`config.mk`:
```
export PLATFORM = sky130hd
export DESIGN_NAME = rv_core
export DESIGN_NICKNAME = d
export VERILOG_FILES = /design/src/rtl/rv_pkg.sv /design/src/rtl/rv_control.sv /design/src/rtl/rv_decoder.sv /design/src/rtl/rv_regfile.sv /design/src/rtl/rv_alu.sv /design/src/rtl/rv_lsu.sv /design/src/rtl/rv_core.sv
export SDC_FILE = /design/constraint.sdc
export NUM_CORES = 2
export LEC_CHECK = 0
export ABC_AREA = 1
export BUFFER_PORTS_ARGS = -buffer_cell sky130_fd_sc_hd__buf_2
export CAP_MARGIN = 20
export CORE_ASPECT_RATIO = 1.25
export CORE_MARGIN = 5
export CORE_UTILIZATION = 45
export CTS_BUF_LIST = sky130_fd_sc_hd__clkbuf_8
export CTS_CLUSTER_SIZE = 20
export DETAILED_ROUTE_END_ITERATION = 8
export PLACE_DENSITY = 0.71
export SLEW_MARGIN = 20
export SYNTH_ARGS = -nofsm -noshare
export SYNTH_HDL_FRONTEND = slang
export SYNTH_SLANG_ARGS = --single-unit
```
`constraint.sdc`:
```
create_clock -name i_clk -period 7.1 [get_ports i_clk]
set_clock_uncertainty 0.05 [all_clocks]
set_input_delay 1.775 -clock i_clk [delete_from_list [all_inputs] [get_ports i_clk]]
set_output_delay 1.775 -clock i_clk [all_outputs]
set_load 0.005 [all_outputs]
```
`src/rtl/rv_pkg.sv`:
```
package rv_pkg;

    typedef logic [31:0] word_t;
    typedef logic [4:0]  reg_idx_t;

    // compares return 0/1 in bit 0
    typedef enum logic [3:0] {
        ALU_ADD,
        ALU_SUB,
        ALU_SLL,
        ALU_SRL,
        ALU_SRA,
        ALU_XOR,
        ALU_OR,
        ALU_AND,
        ALU_SLT,
        ALU_SLTU,
        ALU_EQ,
        ALU_NE,
        ALU_LT,
        ALU_GE,
        ALU_LTU,
        ALU_GEU
    } alu_op_t;

    typedef enum logic [1:0] {
        RES_ALU = 2'b00,
        RES_MEM = 2'b01,
        RES_PC4 = 2'b10
    } res_src_t;

    // same coding as funct3[1:0]
    typedef enum logic [1:0] {
        SIZE_BYTE = 2'b00,
        SIZE_HALF = 2'b01,
        SIZE_WORD = 2'b10
    } mem_size_t;

    localparam logic [6:0] OPC_LOAD   = 7'b0000011;
    localparam logic [6:0] OPC_STORE  = 7'b0100011;
    localparam logic [6:0] OPC_OP_IMM = 7'b0010011;
    localparam logic [6:0] OPC_OP     = 7'b0110011;
    localparam logic [6:0] OPC_LUI    = 7'b0110111;
    localparam logic [6:0] OPC_AUIPC  = 7'b0010111;
    localparam logic [6:0] OPC_BRANCH = 7'b1100011;
    localparam logic [6:0] OPC_JAL    = 7'b1101111;
    localparam logic [6:0] OPC_JALR   = 7'b1100111;

    localparam logic [6:0] FUNCT7_ALT = 7'b0100000;

    localparam word_t INSTR_STEP = 32'd4;

endpackage

```
`src/rtl/rv_control.sv`:
```
`timescale 1ns/1ps

module rv_control
#(
    parameter rv_pkg::word_t RESET_ADDR = 32'h0000_0000
)
(
    input  logic          i_clk,
    input  logic          i_reset_n,
    input  logic          i_mem_ack,
    input  rv_pkg::word_t i_mem_rdata,
    input  logic          i_is_load,
    input  logic          i_is_store,
    input  logic          i_is_branch,
    input  logic          i_is_jal,
    input  logic          i_is_jalr,
    input  logic          i_reg_write,
    input  rv_pkg::word_t i_alu_result,
    input  logic          i_branch_taken,
    input  rv_pkg::word_t i_imm,
    output logic          o_mem_req,
    output logic          o_mem_we,
    output rv_pkg::word_t o_mem_addr,
    output rv_pkg::word_t o_instr,
    output rv_pkg::word_t o_pc,
    output rv_pkg::word_t o_ex_result,
    output rv_pkg::word_t o_load_data,
    output logic          o_reg_we
);
    import rv_pkg::*;

    typedef enum logic [2:0] {
        ST_FETCH,
        ST_DECODE,
        ST_EXECUTE,
        ST_MEM,
        ST_WRITEBACK
    } state_t;

    state_t state;
    logic   req_q;
    logic   we_q;
    logic   ack_seen;
    logic   taken_q;
    logic   bus_phase;
    logic   bus_capture;
    logic   bus_done;
    word_t  pc;
    word_t  instr;
    word_t  ex_result;
    word_t  load_data;

    assign bus_phase   = (state == ST_FETCH) || (state == ST_MEM);
    assign bus_capture = req_q && i_mem_ack;
    // handshake over once ack has dropped again
    assign bus_done    = ack_seen && !i_mem_ack;

    always_ff @(posedge i_clk)
    begin
        if (!i_reset_n)
        begin
            state    <= ST_FETCH;
            pc       <= RESET_ADDR;
            req_q    <= 1'b0;
            we_q     <= 1'b0;
            ack_seen <= 1'b0;
        end
        else
        begin
            if (bus_phase)
            begin
                if (!req_q && !ack_seen && !i_mem_ack)
                begin
                    req_q <= 1'b1;
                    we_q  <= (state == ST_MEM) && i_is_store;
                end
                else if (bus_capture)
                begin
                    req_q    <= 1'b0;
                    we_q     <= 1'b0;
                    ack_seen <= 1'b1;
                end
                else if (bus_done)
                begin
                    ack_seen <= 1'b0;
                end
            end

            case (state)
                ST_FETCH:
                    if (bus_done)
                        state <= ST_DECODE;
                ST_DECODE:
                    state <= ST_EXECUTE;
                ST_EXECUTE:
                    state <= (i_is_load || i_is_store) ? ST_MEM : ST_WRITEBACK;
                ST_MEM:
                    if (bus_done)
                        state <= ST_WRITEBACK;
                ST_WRITEBACK:
                begin
                    state <= ST_FETCH;
                    if (i_is_jal || i_is_jalr)
                        pc <= {ex_result[31:1], 1'b0};
                    else if (i_is_branch && taken_q)
                        pc <= pc + i_imm;
                    else
                        pc <= pc + INSTR_STEP;
                end
                default:
                    state <= ST_FETCH;
            endcase
        end
    end

    always_ff @(posedge i_clk)
    begin
        if (state == ST_FETCH && bus_capture)
            instr <= i_mem_rdata;
        if (state == ST_MEM && bus_capture)
            load_data <= i_mem_rdata;
        if (state == ST_EXECUTE)
        begin
            ex_result <= i_alu_result;
            taken_q   <= i_branch_taken;
        end
    end

    assign o_mem_req   = req_q;
    assign o_mem_we    = we_q;
    assign o_mem_addr  = (state == ST_MEM) ? ex_result : pc;
    assign o_instr     = instr;
    assign o_pc        = pc;
    assign o_ex_result = ex_result;
    assign o_load_data = load_data;
    assign o_reg_we    = (state == ST_WRITEBACK) && i_reg_write;

endmodule

```
`src/rtl/rv_decoder.sv`:
```
`timescale 1ns/1ps

module rv_decoder
(
    input  rv_pkg::word_t     i_instr,
    output rv_pkg::reg_idx_t  o_rs1,
    output rv_pkg::reg_idx_t  o_rs2,
    output rv_pkg::reg_idx_t  o_rd,
    output rv_pkg::word_t     o_imm,
    output rv_pkg::alu_op_t   o_alu_op,
    output logic              o_op1_pc,
    output logic              o_op2_imm,
    output rv_pkg::res_src_t  o_res_src,
    output rv_pkg::mem_size_t o_size,
    output logic              o_unsigned,
    output logic              o_is_load,
    output logic              o_is_store,
    output logic              o_is_branch,
    output logic              o_is_jal,
    output logic              o_is_jalr,
    output logic              o_reg_write
);
    import rv_pkg::*;

    logic [6:0] opcode;
    logic [2:0] funct3;
    logic       alt;
    logic       is_op;
    logic       is_op_imm;
    logic       is_lui;
    logic       is_auipc;

    // shared by register and immediate forms
    function automatic alu_op_t arith_op(input logic [2:0] f3, input logic sub_ok,
                                         input logic alt_bit);
        alu_op_t op;
        case (f3)
            3'b000:  op = (sub_ok && alt_bit) ? ALU_SUB : ALU_ADD;
            3'b001:  op = ALU_SLL;
            3'b010:  op = ALU_SLT;
            3'b011:  op = ALU_SLTU;
            3'b100:  op = ALU_XOR;
            3'b101:  op = alt_bit ? ALU_SRA : ALU_SRL;
            3'b110:  op = ALU_OR;
            default: op = ALU_AND;
        endcase
        return op;
    endfunction

    assign opcode = i_instr[6:0];
    assign funct3 = i_instr[14:12];
    assign alt    = (i_instr[31:25] == FUNCT7_ALT);

    assign is_op       = (opcode == OPC_OP);
    assign is_op_imm   = (opcode == OPC_OP_IMM);
    assign is_lui      = (opcode == OPC_LUI);
    assign is_auipc    = (opcode == OPC_AUIPC);
    assign o_is_load   = (opcode == OPC_LOAD);
    assign o_is_store  = (opcode == OPC_STORE);
    assign o_is_branch = (opcode == OPC_BRANCH);
    assign o_is_jal    = (opcode == OPC_JAL);
    assign o_is_jalr   = (opcode == OPC_JALR);
    assign o_reg_write = o_is_load || is_op || is_op_imm || is_lui || is_auipc
                         || o_is_jal || o_is_jalr;

    // lui becomes x0 + imm
    assign o_rs1 = is_lui ? 5'd0 : i_instr[19:15];
    assign o_rs2 = i_instr[24:20];
    assign o_rd  = i_instr[11:7];

    always_comb
    begin
        case (opcode)
            OPC_STORE:
                o_imm = {{21{i_instr[31]}}, i_instr[30:25], i_instr[11:7]};
            OPC_BRANCH:
                o_imm = {{20{i_instr[31]}}, i_instr[7], i_instr[30:25], i_instr[11:8], 1'b0};
            OPC_LUI, OPC_AUIPC:
                o_imm = {i_instr[31:12], 12'd0};
            OPC_JAL:
                o_imm = {{12{i_instr[31]}}, i_instr[19:12], i_instr[20], i_instr[30:21], 1'b0};
            default:
                o_imm = {{21{i_instr[31]}}, i_instr[30:20]};
        endcase
    end

    always_comb
    begin
        o_alu_op = ALU_ADD;
        if (is_op)
            o_alu_op = arith_op(funct3, 1'b1, alt);
        else if (is_op_imm)
            o_alu_op = arith_op(funct3, 1'b0, alt);
        else if (o_is_branch)
        begin
            case (funct3)
                3'b001:  o_alu_op = ALU_NE;
                3'b100:  o_alu_op = ALU_LT;
                3'b101:  o_alu_op = ALU_GE;
                3'b110:  o_alu_op = ALU_LTU;
                3'b111:  o_alu_op = ALU_GEU;
                default: o_alu_op = ALU_EQ;
            endcase
        end
    end

    assign o_op1_pc  = is_auipc || o_is_jal;
    assign o_op2_imm = !(is_op || o_is_branch);

    assign o_res_src  = o_is_load ? RES_MEM :
                        (o_is_jal || o_is_jalr) ? RES_PC4 : RES_ALU;
    assign o_size     = mem_size_t'(funct3[1:0]);
    assign o_unsigned = funct3[2];

endmodule

```
`src/rtl/rv_regfile.sv`:
```
`timescale 1ns/1ps

module rv_regfile
(
    input  logic             i_clk,
    input  rv_pkg::reg_idx_t i_rs1,
    input  rv_pkg::reg_idx_t i_rs2,
    input  rv_pkg::reg_idx_t i_rd,
    input  logic             i_we,
    input  rv_pkg::word_t    i_wdata,
    output rv_pkg::word_t    o_rdata1,
    output rv_pkg::word_t    o_rdata2
);
    import rv_pkg::*;

    // x0 has no storage
    word_t regs [1:31];

    always_ff @(posedge i_clk)
    begin
        if (i_we && i_rd != 5'd0)
            regs[i_rd] <= i_wdata;
    end

    assign o_rdata1 = (i_rs1 == 5'd0) ? '0 : regs[i_rs1];
    assign o_rdata2 = (i_rs2 == 5'd0) ? '0 : regs[i_rs2];

endmodule

```
`src/rtl/rv_alu.sv`:
```
`timescale 1ns/1ps

module rv_alu
(
    input  rv_pkg::alu_op_t i_alu_op,
    input  logic            i_op1_pc,
    input  logic            i_op2_imm,
    input  rv_pkg::word_t   i_pc,
    input  rv_pkg::word_t   i_rdata1,
    input  rv_pkg::word_t   i_rdata2,
    input  rv_pkg::word_t   i_imm,
    output rv_pkg::word_t   o_result,
    output logic            o_branch_taken
);
    import rv_pkg::*;

    word_t       op1;
    word_t       op2;
    logic        subtract;
    logic [32:0] sum;
    logic        overflow;
    logic        eq;
    logic        lts;
    logic        ltu;
    logic [4:0]  shamt;
    logic        cmp;

    assign op1   = i_op1_pc ? i_pc : i_rdata1;
    assign op2   = i_op2_imm ? i_imm : i_rdata2;
    assign shamt = op2[4:0];

    // one adder, inverted operand for sub and compares
    assign subtract = (i_alu_op != ALU_ADD);
    assign sum      = {1'b0, op1} + {1'b0, subtract ? ~op2 : op2} + {32'd0, subtract};
    assign overflow = (op1[31] ^ op2[31]) & (op1[31] ^ sum[31]);
    assign eq       = (sum[31:0] == 32'd0);
    assign lts      = sum[31] ^ overflow;
    assign ltu      = !sum[32];

    always_comb
    begin
        cmp = 1'b0;
        case (i_alu_op)
            ALU_SLT, ALU_LT:   cmp = lts;
            ALU_GE:            cmp = !lts;
            ALU_SLTU, ALU_LTU: cmp = ltu;
            ALU_GEU:           cmp = !ltu;
            ALU_EQ:            cmp = eq;
            ALU_NE:            cmp = !eq;
            default:           cmp = 1'b0;
        endcase
    end

    always_comb
    begin
        case (i_alu_op)
            ALU_ADD, ALU_SUB: o_result = sum[31:0];
            ALU_SLL:          o_result = op1 << shamt;
            ALU_SRL:          o_result = op1 >> shamt;
            ALU_SRA:          o_result = $signed(op1) >>> shamt;
            ALU_XOR:          o_result = op1 ^ op2;
            ALU_OR:           o_result = op1 | op2;
            ALU_AND:          o_result = op1 & op2;
            default:          o_result = {31'd0, cmp};
        endcase
    end

    assign o_branch_taken = cmp;

endmodule

```
`src/rtl/rv_lsu.sv`:
```
`timescale 1ns/1ps

module rv_lsu
(
    input  rv_pkg::mem_size_t i_size,
    input  logic              i_unsigned,
    input  rv_pkg::res_src_t  i_res_src,
    input  rv_pkg::word_t     i_addr,
    input  rv_pkg::word_t     i_store_data,
    input  rv_pkg::word_t     i_load_data,
    input  rv_pkg::word_t     i_pc,
    output rv_pkg::word_t     o_wdata,
    output logic [3:0]        o_sel,
    output rv_pkg::word_t     o_wb_data
);
    import rv_pkg::*;

    logic [7:0]  ld_byte;
    logic [15:0] ld_half;
    word_t       ld_value;

    // store lanes
    always_comb
    begin
        case (i_size)
            SIZE_BYTE:
            begin
                o_wdata = {4{i_store_data[7:0]}};
                o_sel   = 4'b0001 << i_addr[1:0];
            end
            SIZE_HALF:
            begin
                o_wdata = {2{i_store_data[15:0]}};
                o_sel   = i_addr[1] ? 4'b1100 : 4'b0011;
            end
            default:
            begin
                o_wdata = i_store_data;
                o_sel   = 4'b1111;
            end
        endcase
    end

    assign ld_byte = i_load_data[{i_addr[1:0], 3'b000} +: 8];
    assign ld_half = i_addr[1] ? i_load_data[31:16] : i_load_data[15:0];

    always_comb
    begin
        case (i_size)
            SIZE_BYTE: ld_value = {{24{ld_byte[7] & !i_unsigned}}, ld_byte};
            SIZE_HALF: ld_value = {{16{ld_half[15] & !i_unsigned}}, ld_half};
            default:   ld_value = i_load_data;
        endcase
    end

    always_comb
    begin
        case (i_res_src)
            RES_MEM: o_wb_data = ld_value;
            RES_PC4: o_wb_data = i_pc + INSTR_STEP;
            default: o_wb_data = i_addr;
        endcase
    end

endmodule

```
`src/rtl/rv_core.sv`:
```
`timescale 1ns/1ps

module rv_core
#(
    parameter rv_pkg::word_t RESET_ADDR = 32'h0000_0000
)
(
    input  logic          i_clk,
    input  logic          i_reset_n,
    output logic          o_mem_req,
    output logic          o_mem_we,
    input  logic          i_mem_ack,
    output rv_pkg::word_t o_mem_addr,
    output rv_pkg::word_t o_mem_wdata,
    output logic [3:0]    o_mem_sel,
    input  rv_pkg::word_t i_mem_rdata
);
    import rv_pkg::*;

    word_t     instr;
    word_t     pc;
    word_t     ex_result;
    word_t     load_data;
    word_t     imm;
    word_t     rdata1;
    word_t     rdata2;
    word_t     alu_result;
    word_t     wb_data;
    reg_idx_t  rs1;
    reg_idx_t  rs2;
    reg_idx_t  rd;
    alu_op_t   alu_op;
    res_src_t  res_src;
    mem_size_t size;
    logic      op1_pc;
    logic      op2_imm;
    logic      is_unsigned;
    logic      is_load;
    logic      is_store;
    logic      is_branch;
    logic      is_jal;
    logic      is_jalr;
    logic      reg_write;
    logic      reg_we;
    logic      branch_taken;

    rv_control #(
        .RESET_ADDR (RESET_ADDR)
    ) u_control (
        .i_clk          (i_clk),
        .i_reset_n      (i_reset_n),
        .i_mem_ack      (i_mem_ack),
        .i_mem_rdata    (i_mem_rdata),
        .i_is_load      (is_load),
        .i_is_store     (is_store),
        .i_is_branch    (is_branch),
        .i_is_jal       (is_jal),
        .i_is_jalr      (is_jalr),
        .i_reg_write    (reg_write),
        .i_alu_result   (alu_result),
        .i_branch_taken (branch_taken),
        .i_imm          (imm),
        .o_mem_req      (o_mem_req),
        .o_mem_we       (o_mem_we),
        .o_mem_addr     (o_mem_addr),
        .o_instr        (instr),
        .o_pc           (pc),
        .o_ex_result    (ex_result),
        .o_load_data    (load_data),
        .o_reg_we       (reg_we)
    );

    rv_decoder u_decoder (
        .i_instr     (instr),
        .o_rs1       (rs1),
        .o_rs2       (rs2),
        .o_rd        (rd),
        .o_imm       (imm),
        .o_alu_op    (alu_op),
        .o_op1_pc    (op1_pc),
        .o_op2_imm   (op2_imm),
        .o_res_src   (res_src),
        .o_size      (size),
        .o_unsigned  (is_unsigned),
        .o_is_load   (is_load),
        .o_is_store  (is_store),
        .o_is_branch (is_branch),
        .o_is_jal    (is_jal),
        .o_is_jalr   (is_jalr),
        .o_reg_write (reg_write)
    );

    rv_regfile u_regfile (
        .i_clk    (i_clk),
        .i_rs1    (rs1),
        .i_rs2    (rs2),
        .i_rd     (rd),
        .i_we     (reg_we),
        .i_wdata  (wb_data),
        .o_rdata1 (rdata1),
        .o_rdata2 (rdata2)
    );

    rv_alu u_alu (
        .i_alu_op       (alu_op),
        .i_op1_pc       (op1_pc),
        .i_op2_imm      (op2_imm),
        .i_pc           (pc),
        .i_rdata1       (rdata1),
        .i_rdata2       (rdata2),
        .i_imm          (imm),
        .o_result       (alu_result),
        .o_branch_taken (branch_taken)
    );

    rv_lsu u_lsu (
        .i_size       (size),
        .i_unsigned   (is_unsigned),
        .i_res_src    (res_src),
        .i_addr       (ex_result),
        .i_store_data (rdata2),
        .i_load_data  (load_data),
        .i_pc         (pc),
        .o_wdata      (o_mem_wdata),
        .o_sel        (o_mem_sel),
        .o_wb_data    (wb_data)
    );

endmodule

```
* Word level (Yosys, flattened, before mapping)
Memory sizes are Yosys's and may differ from the RTL's. A register that Yosys moved wholly into a read port is not among the register bits.
Index checks and enable logic that the tools add are counted.
** Word-level totals
- Bits in writable memories :: 992
- Register bits :: 135
- Output and inout port bits :: 70
- Memories :: 1
** Operators by class
- Bitwise operators :: 11
- Eq/ne operators :: 41
- Shift operators :: 5
- Add/sub/neg operators :: 4
- Reductions and logical operators :: 46
- Muxes and demuxes :: 40
** Memories
- u_regfile.regs :: depth 31, width 32, rd ports 2, clocked after Yosys merged registers in 1, wr ports 1, RTL line rv_regfile.sv:17 : word_t regs [1:31];
** Operator list (count)
- $mux W32 :: 8
- $pmux W32 S7 :: 1
- $pmux W32 S2 :: 3
- $pmux W31 S4 :: 1
- $pmux W4 S7 :: 2
- $add A32 B32 Y33 :: 1
- $add A33 B1 Y33 :: 1
- $add A32 B3 Y32 const B :: 1
- $add A32 B32 Y32 :: 1
- $and A32 B32 Y32 :: 1
- $eq A4 B4 Y1 const B :: 8
- $logic_not A32 Y1 :: 1
- $not A32 Y32 :: 1
- $or A32 B32 Y32 :: 1
- $shiftx A32 B6 Y8 :: 1
- $shl A32 B5 Y32 :: 1
- $shr A32 B5 Y32 :: 1
- $sshr A32 B5 Y32 :: 1
- $xor A32 B32 Y32 :: 1
- $eq A7 B6 Y1 const B :: 4
- $eq A7 B7 Y1 const B :: 3
- $eq A4 B3 Y1 const B :: 4
- $mux W16 :: 1
- $mux W4 :: 4
- 35 further kinds :: 95

* Depth between registers and ports, before layout
- Depth after elaboration :: 15
- Gate-level depth with buffers :: 43
- Depth with buffers taken out :: 41

* By module
A second synthesis with hierarchy kept.
** Unflattened totals
- Cell total of the unflattened synthesis :: 9606
- Area total of the unflattened synthesis :: 71089.4 um^2
** By module, submodules not included
- rv_regfile :: seq. area each 29788.6 um^2, cells each 6042, area an instance 50802.5 um^2, times used 1
- rv_alu :: seq. area each 0.0 um^2, cells each 1705, area an instance 8572.0 um^2, times used 1
- rv_control :: seq. area each 3673.5 um^2, cells each 1101, area an instance 8214.1 um^2, times used 1
- rv_lsu :: seq. area each 0.0 um^2, cells each 576, area an instance 2652.5 um^2, times used 1
- rv_decoder :: seq. area each 0.0 um^2, cells each 182, area an instance 848.3 um^2, times used 1

* Worst setup path after synthesis
No wires, ideal clock.
- Path kind :: register to register
- Start :: register with a tool-made name
- End :: register u_control.ex_result[0] (netlist: u_control.o_ex_result[0]), data pin
- Clock period less this slack :: 5.011 ns
- Required time :: 6.788 ns
- Cell stages (with the launch flop) :: 40
- Arrival time :: 4.700 ns
- Setup slack :: 2.089 ns
- Setup time :: 0.262 ns
- Cells stage by stage :: dfxtp_1 buf_4 inv_4 buf_4 buf_4 buf_4 buf_4 buf_2 clkbuf_1 clkbuf_1 nor2_1 o221ai_1 nand3_1 nand3_1 nand3_1 nand2_1 o21ai_0 xor2_1 [... 4 more ...] nand2_1 nand2_1 nand2_1 nand2_1 nand2_2 nand2_2 nand2_2 nand2_1 nand2_1 nand2_1 nand3_1 nand2_1 nor2_1 nand2_1 nor2_1 nand3_1 nand2_1 nand3_1
** RTL lines
- end signal, assigned :: RTL line rv_control.sv:124 : ex_result <= i_alu_result;
- end, declared :: RTL line rv_control.sv:50 : word_t ex_result;

* Worst setup path in the final report
- Start :: register u_control.instr[5] (netlist: u_control.o_instr[5])
- End :: register u_control.ex_result[0] (netlist: u_control.o_ex_result[0]), data pin
** On the way
- Longest elaborated chain between the ends :: 14
** Ends and longest elaborated chain
- start, declared :: RTL line rv_control.sv:49 : word_t instr;
- start signal, assigned :: RTL line rv_control.sv:119 : instr <= i_mem_rdata;
- branches (longest 13 deep; another with $add A32 B32 Y33)
- $pmux W32 S7 (*) :: RTL line rv_alu.sv:56 : case (i_alu_op)
- net alu_result[0] :: RTL line rv_core.sv:27 : word_t alu_result;
Mark *: on every way through the listed nets, which the timed path passes.
A chain may end at the register's enable or synchronous reset.

==> reports/metrics.cfg <==
[power]
power_density_nw_per_um2 = 232
pwr-share-seq_pct = 43.8
worst_ir_drop_vdd_mv = 0.161
combinationalPowerShare_pct = 23.0
switching_share_pct = 34.1
p_int_uw = 11200
pwr-share-clk_pct = 33.2
p_leak_uw = 0.0275
power.switching_uw = 5770

[drt]
first_pass_iters = 9
drtAntennaViolNets = 0
vias_per_cell = 6.63
drt_iter0_drc = 10200
wl_per_cell_um = 31.6
post-route-drc-count = 0
vias = 64600
wirelength_mm = 307

[grt]
grt_max_degree = 143
grt_util_all_layers_pct = 38.1
grt_pass1_wl_mm = 430
overflow = 0
grt_pass1_vias = 60700
grt_antenna_before_repair = 13

[cts]
htreeDepth = 4
cts_max_path_buffers = 3
cts_buffers = 178
post_cts_buffers = 0
hold_buffers = 0
clk_pin_slew_worst_paths_ns = 0.06
cts.repair.resized = 0
cts_tree = done
clk_latency_ns = 0.99
numClockSinks = 1132
cts-root-buf = clkbuf_8

[place]
gp_congestion = 1.10
dpl_worst_slack_ns = 0.682
dpl.hpwl_mm = 203
io_buffers = 104

[final_layout]
fin_util_pct = 49.8
regArea_sq_um = 33600
fillCellCount = 13500
nNetsFinal = 7834
multi_input_area_sq_um = 28700
drive_gt1_share_pct = 9.80
area_growth_pct = 9.82

[worst_setup_path]
slowest_delay_ns = 0.44
cp_top_family = simple AND/OR/NAND/NOR gates
cp.buffers_inverters = 4
startpoint_type = flip-flop
crit_path_end_kind = flip-flop
required_ns = 7.71
critical_path_class = reg -> reg
path_max_fanout = 80
critPathSlowestCell = a211oi_1
crit_arrival_ns = 7.40
path_common_cell = nand2_1

[timing]
rsz0062_at_grt = no
layout_setup_ws_ns = 0.309
final-max-slew-violation-count = 0
fin_setup_tns_ns = 0
hold_viol_final = 0
relSlewSlack_pct = 13.5
setup_violations = 0
clock.fmax_mhz = 147
fin_crit_ns = 6.79
tightest_slew_ns = 1.28
timing.final.crit_share_pct = 95.6

[job]
cap_violations = 0

[die]
die_height_um = 440
die_w_um = 354
design.core.area_sq_um = 147000
ios = 105
die_area_sq_um = 156000
start_util_pct = 45.3
rows = 157

[synth]
synth_common_cells = nand2_1 (1631), edfxtp_1 (1089), o21ai_0 (753), nand3_1 (726), nor2_1 (711)
ys_types = 66
ys_async_sr_fraction_pct = 0
synth.largest_area_cell = edfxtp_1
synth_area_leaders = edfxtp_1 (49%), nand2_1 (9.2%), o21ai_0 (5.7%)
syn_nets = 7844
avgSynthCellArea_sq_um = 8.66
synth_most_common_cell = nand2_1
ys_seq_area_share_pct = 50.5
synth_top_cell_area_share_pct = 49.2
synth_cells = 7682
synth_seq_cells = 1132
synth_edf_count = 1089
syn_area_sq_um = 66500
synth_flop_cell = edfxtp_1
ys_warn_count = 0

[run_status]
status = completed

[min_path]
worstHoldPathType = reg -> reg

[registers in the layout, summed over array words and instances, names as in the netlist, named ones only]
register / cells
u_control.o_ex_result: 32
u_control.o_mem_we: 1
u_control.o_pc: 32
u_control.taken_q: 1
u_regfile.regs: 992
u_control.state: 3
u_control.ack_seen: 1
u_control.o_load_data: 32
u_control.o_instr: 32
u_control.o_mem_req: 1
[through the flow]
stage | hold WS, ns | std cells | total power [uW] | cell area [sq um]
3_3_place_gp | 0.432 | 9394 | 11300 | 69300
3_5_place_dp | 0.440 | 9397 | 11300 | 69400
2_1_floorplan | 0.413 | 7682 | 9720 | 66500
5_1_grt | 0.495 | 9730 | 17400 | 73000
6_report | 0.449 | 9743 | 16900 | 73000
4_1_cts | 0.451 | 9725 | 16800 | 72900
[cells in the final DEF, fill, tap and decap left out, types with 15 or more instances in the layout]
| master | Yosys | layout |
|---|---|---|
| buf_2 | 159 | 104 |
| o221ai_1 | 156 | 144 |
| a21oi_1 | 497 | 497 |
| nor2_1 | 711 | 670 |
| a211oi_1 | 28 | 28 |
| o22ai_1 | 49 | 49 |
| o2111ai_1 | 40 | 40 |
| dfxtp_1 | 43 | 38 |
| clkinv_2 | 0 | 17 |
| a32oi_1 | 59 | 59 |
| nand2_2 | 17 | 19 |
| diode_2 | 0 | 15 |
| clkinv_1 | 11 | 47 |
| o31ai_1 | 19 | 19 |
| nand4_1 | 27 | 27 |
| nor2_4 | 4 | 41 |
| a221oi_1 | 76 | 76 |
| o21ai_0 | 753 | 745 |
| buf_4 | 40 | 206 |
| o211ai_1 | 176 | 176 |
| ha_1 | 125 | 125 |
| nor3_1 | 66 | 66 |
| inv_1 | 495 | 547 |
| a31oi_1 | 20 | 20 |
| buf_12 | 2 | 30 |
| inv_2 | 44 | 46 |
| xor2_1 | 68 | 68 |
| nand3_1 | 726 | 725 |
| clkbuf_8 | 0 | 185 |
| edfxtp_1 | 1089 | 1089 |
| nand2_1 | 1631 | 1628 |
| o21ai_1 | 66 | 69 |
[final timing paths]
path | from | end | slack (ns) | cells past startpoint
max | u_control.o_instr[5]$_DFFE_PP_ | u_control.o_ex_result[0]$_DFFE_PN_ | 0.31 | 31
min | u_control.ack_seen$_SDFFE_PN0P_ | u_control.ack_seen$_SDFFE_PN0P_ | 0.45 | 2
max reg2reg | u_control.o_instr[5]$_DFFE_PP_ | u_control.o_ex_result[0]$_DFFE_PN_ | 0.31 | 31
min reg2reg | u_control.ack_seen$_SDFFE_PN0P_ | u_control.ack_seen$_SDFFE_PN0P_ | 0.45 | 2
[logic make-up after synthesis]
family	count (synthesis)	synth area share (%)
simple gates	3231	20.3
compound gates	2024	18.6
flops	1132	50.5
buf+inv	1087	7.17
fa+ha+maj	127	2.41
xor+xnor	81	1.07
[power groups by stage]
stage	clock (uW)	combinational (uW)	sequential, uW
after floorplan	0	2200	7520
after global placement	0	3700	7560
after detailed placement	0	3710	7560
after CTS	5620	3720	7420
after global routing	5930	4060	7420
final	5620	3900	7420
[tightest hold or removal path, stage by stage (launching register included)]
cell     delay [ns]
dfxtp_1        0.32
o21ai_0        0.07
a21oi_1        0.06
[metal layers]
| metal | global-route usage (%) | routed length, um |
|---|---|---|
| met3 | 9.82 | 36700 |
| met5 | 0 | 14 |
| met2 | 60.7 | 138000 |
| met1 | 42.4 | 99200 |
| met4 | 33.2 | 33500 |
[layout make-up]
type | count | share of cell area [%]
timing repair buffer | 344 | 3.79
clock buffer | 185 | 3.49
sequential | 1132 | 46.0
multi-input combinational | 5463 | 39.2
inverter | 553 | 2.91
tap | 1908 | 3.27
antenna | 15 | 0.0514
clock inverter | 143 | 1.29
Note: power is estimated with default switching activity, not from simulation.
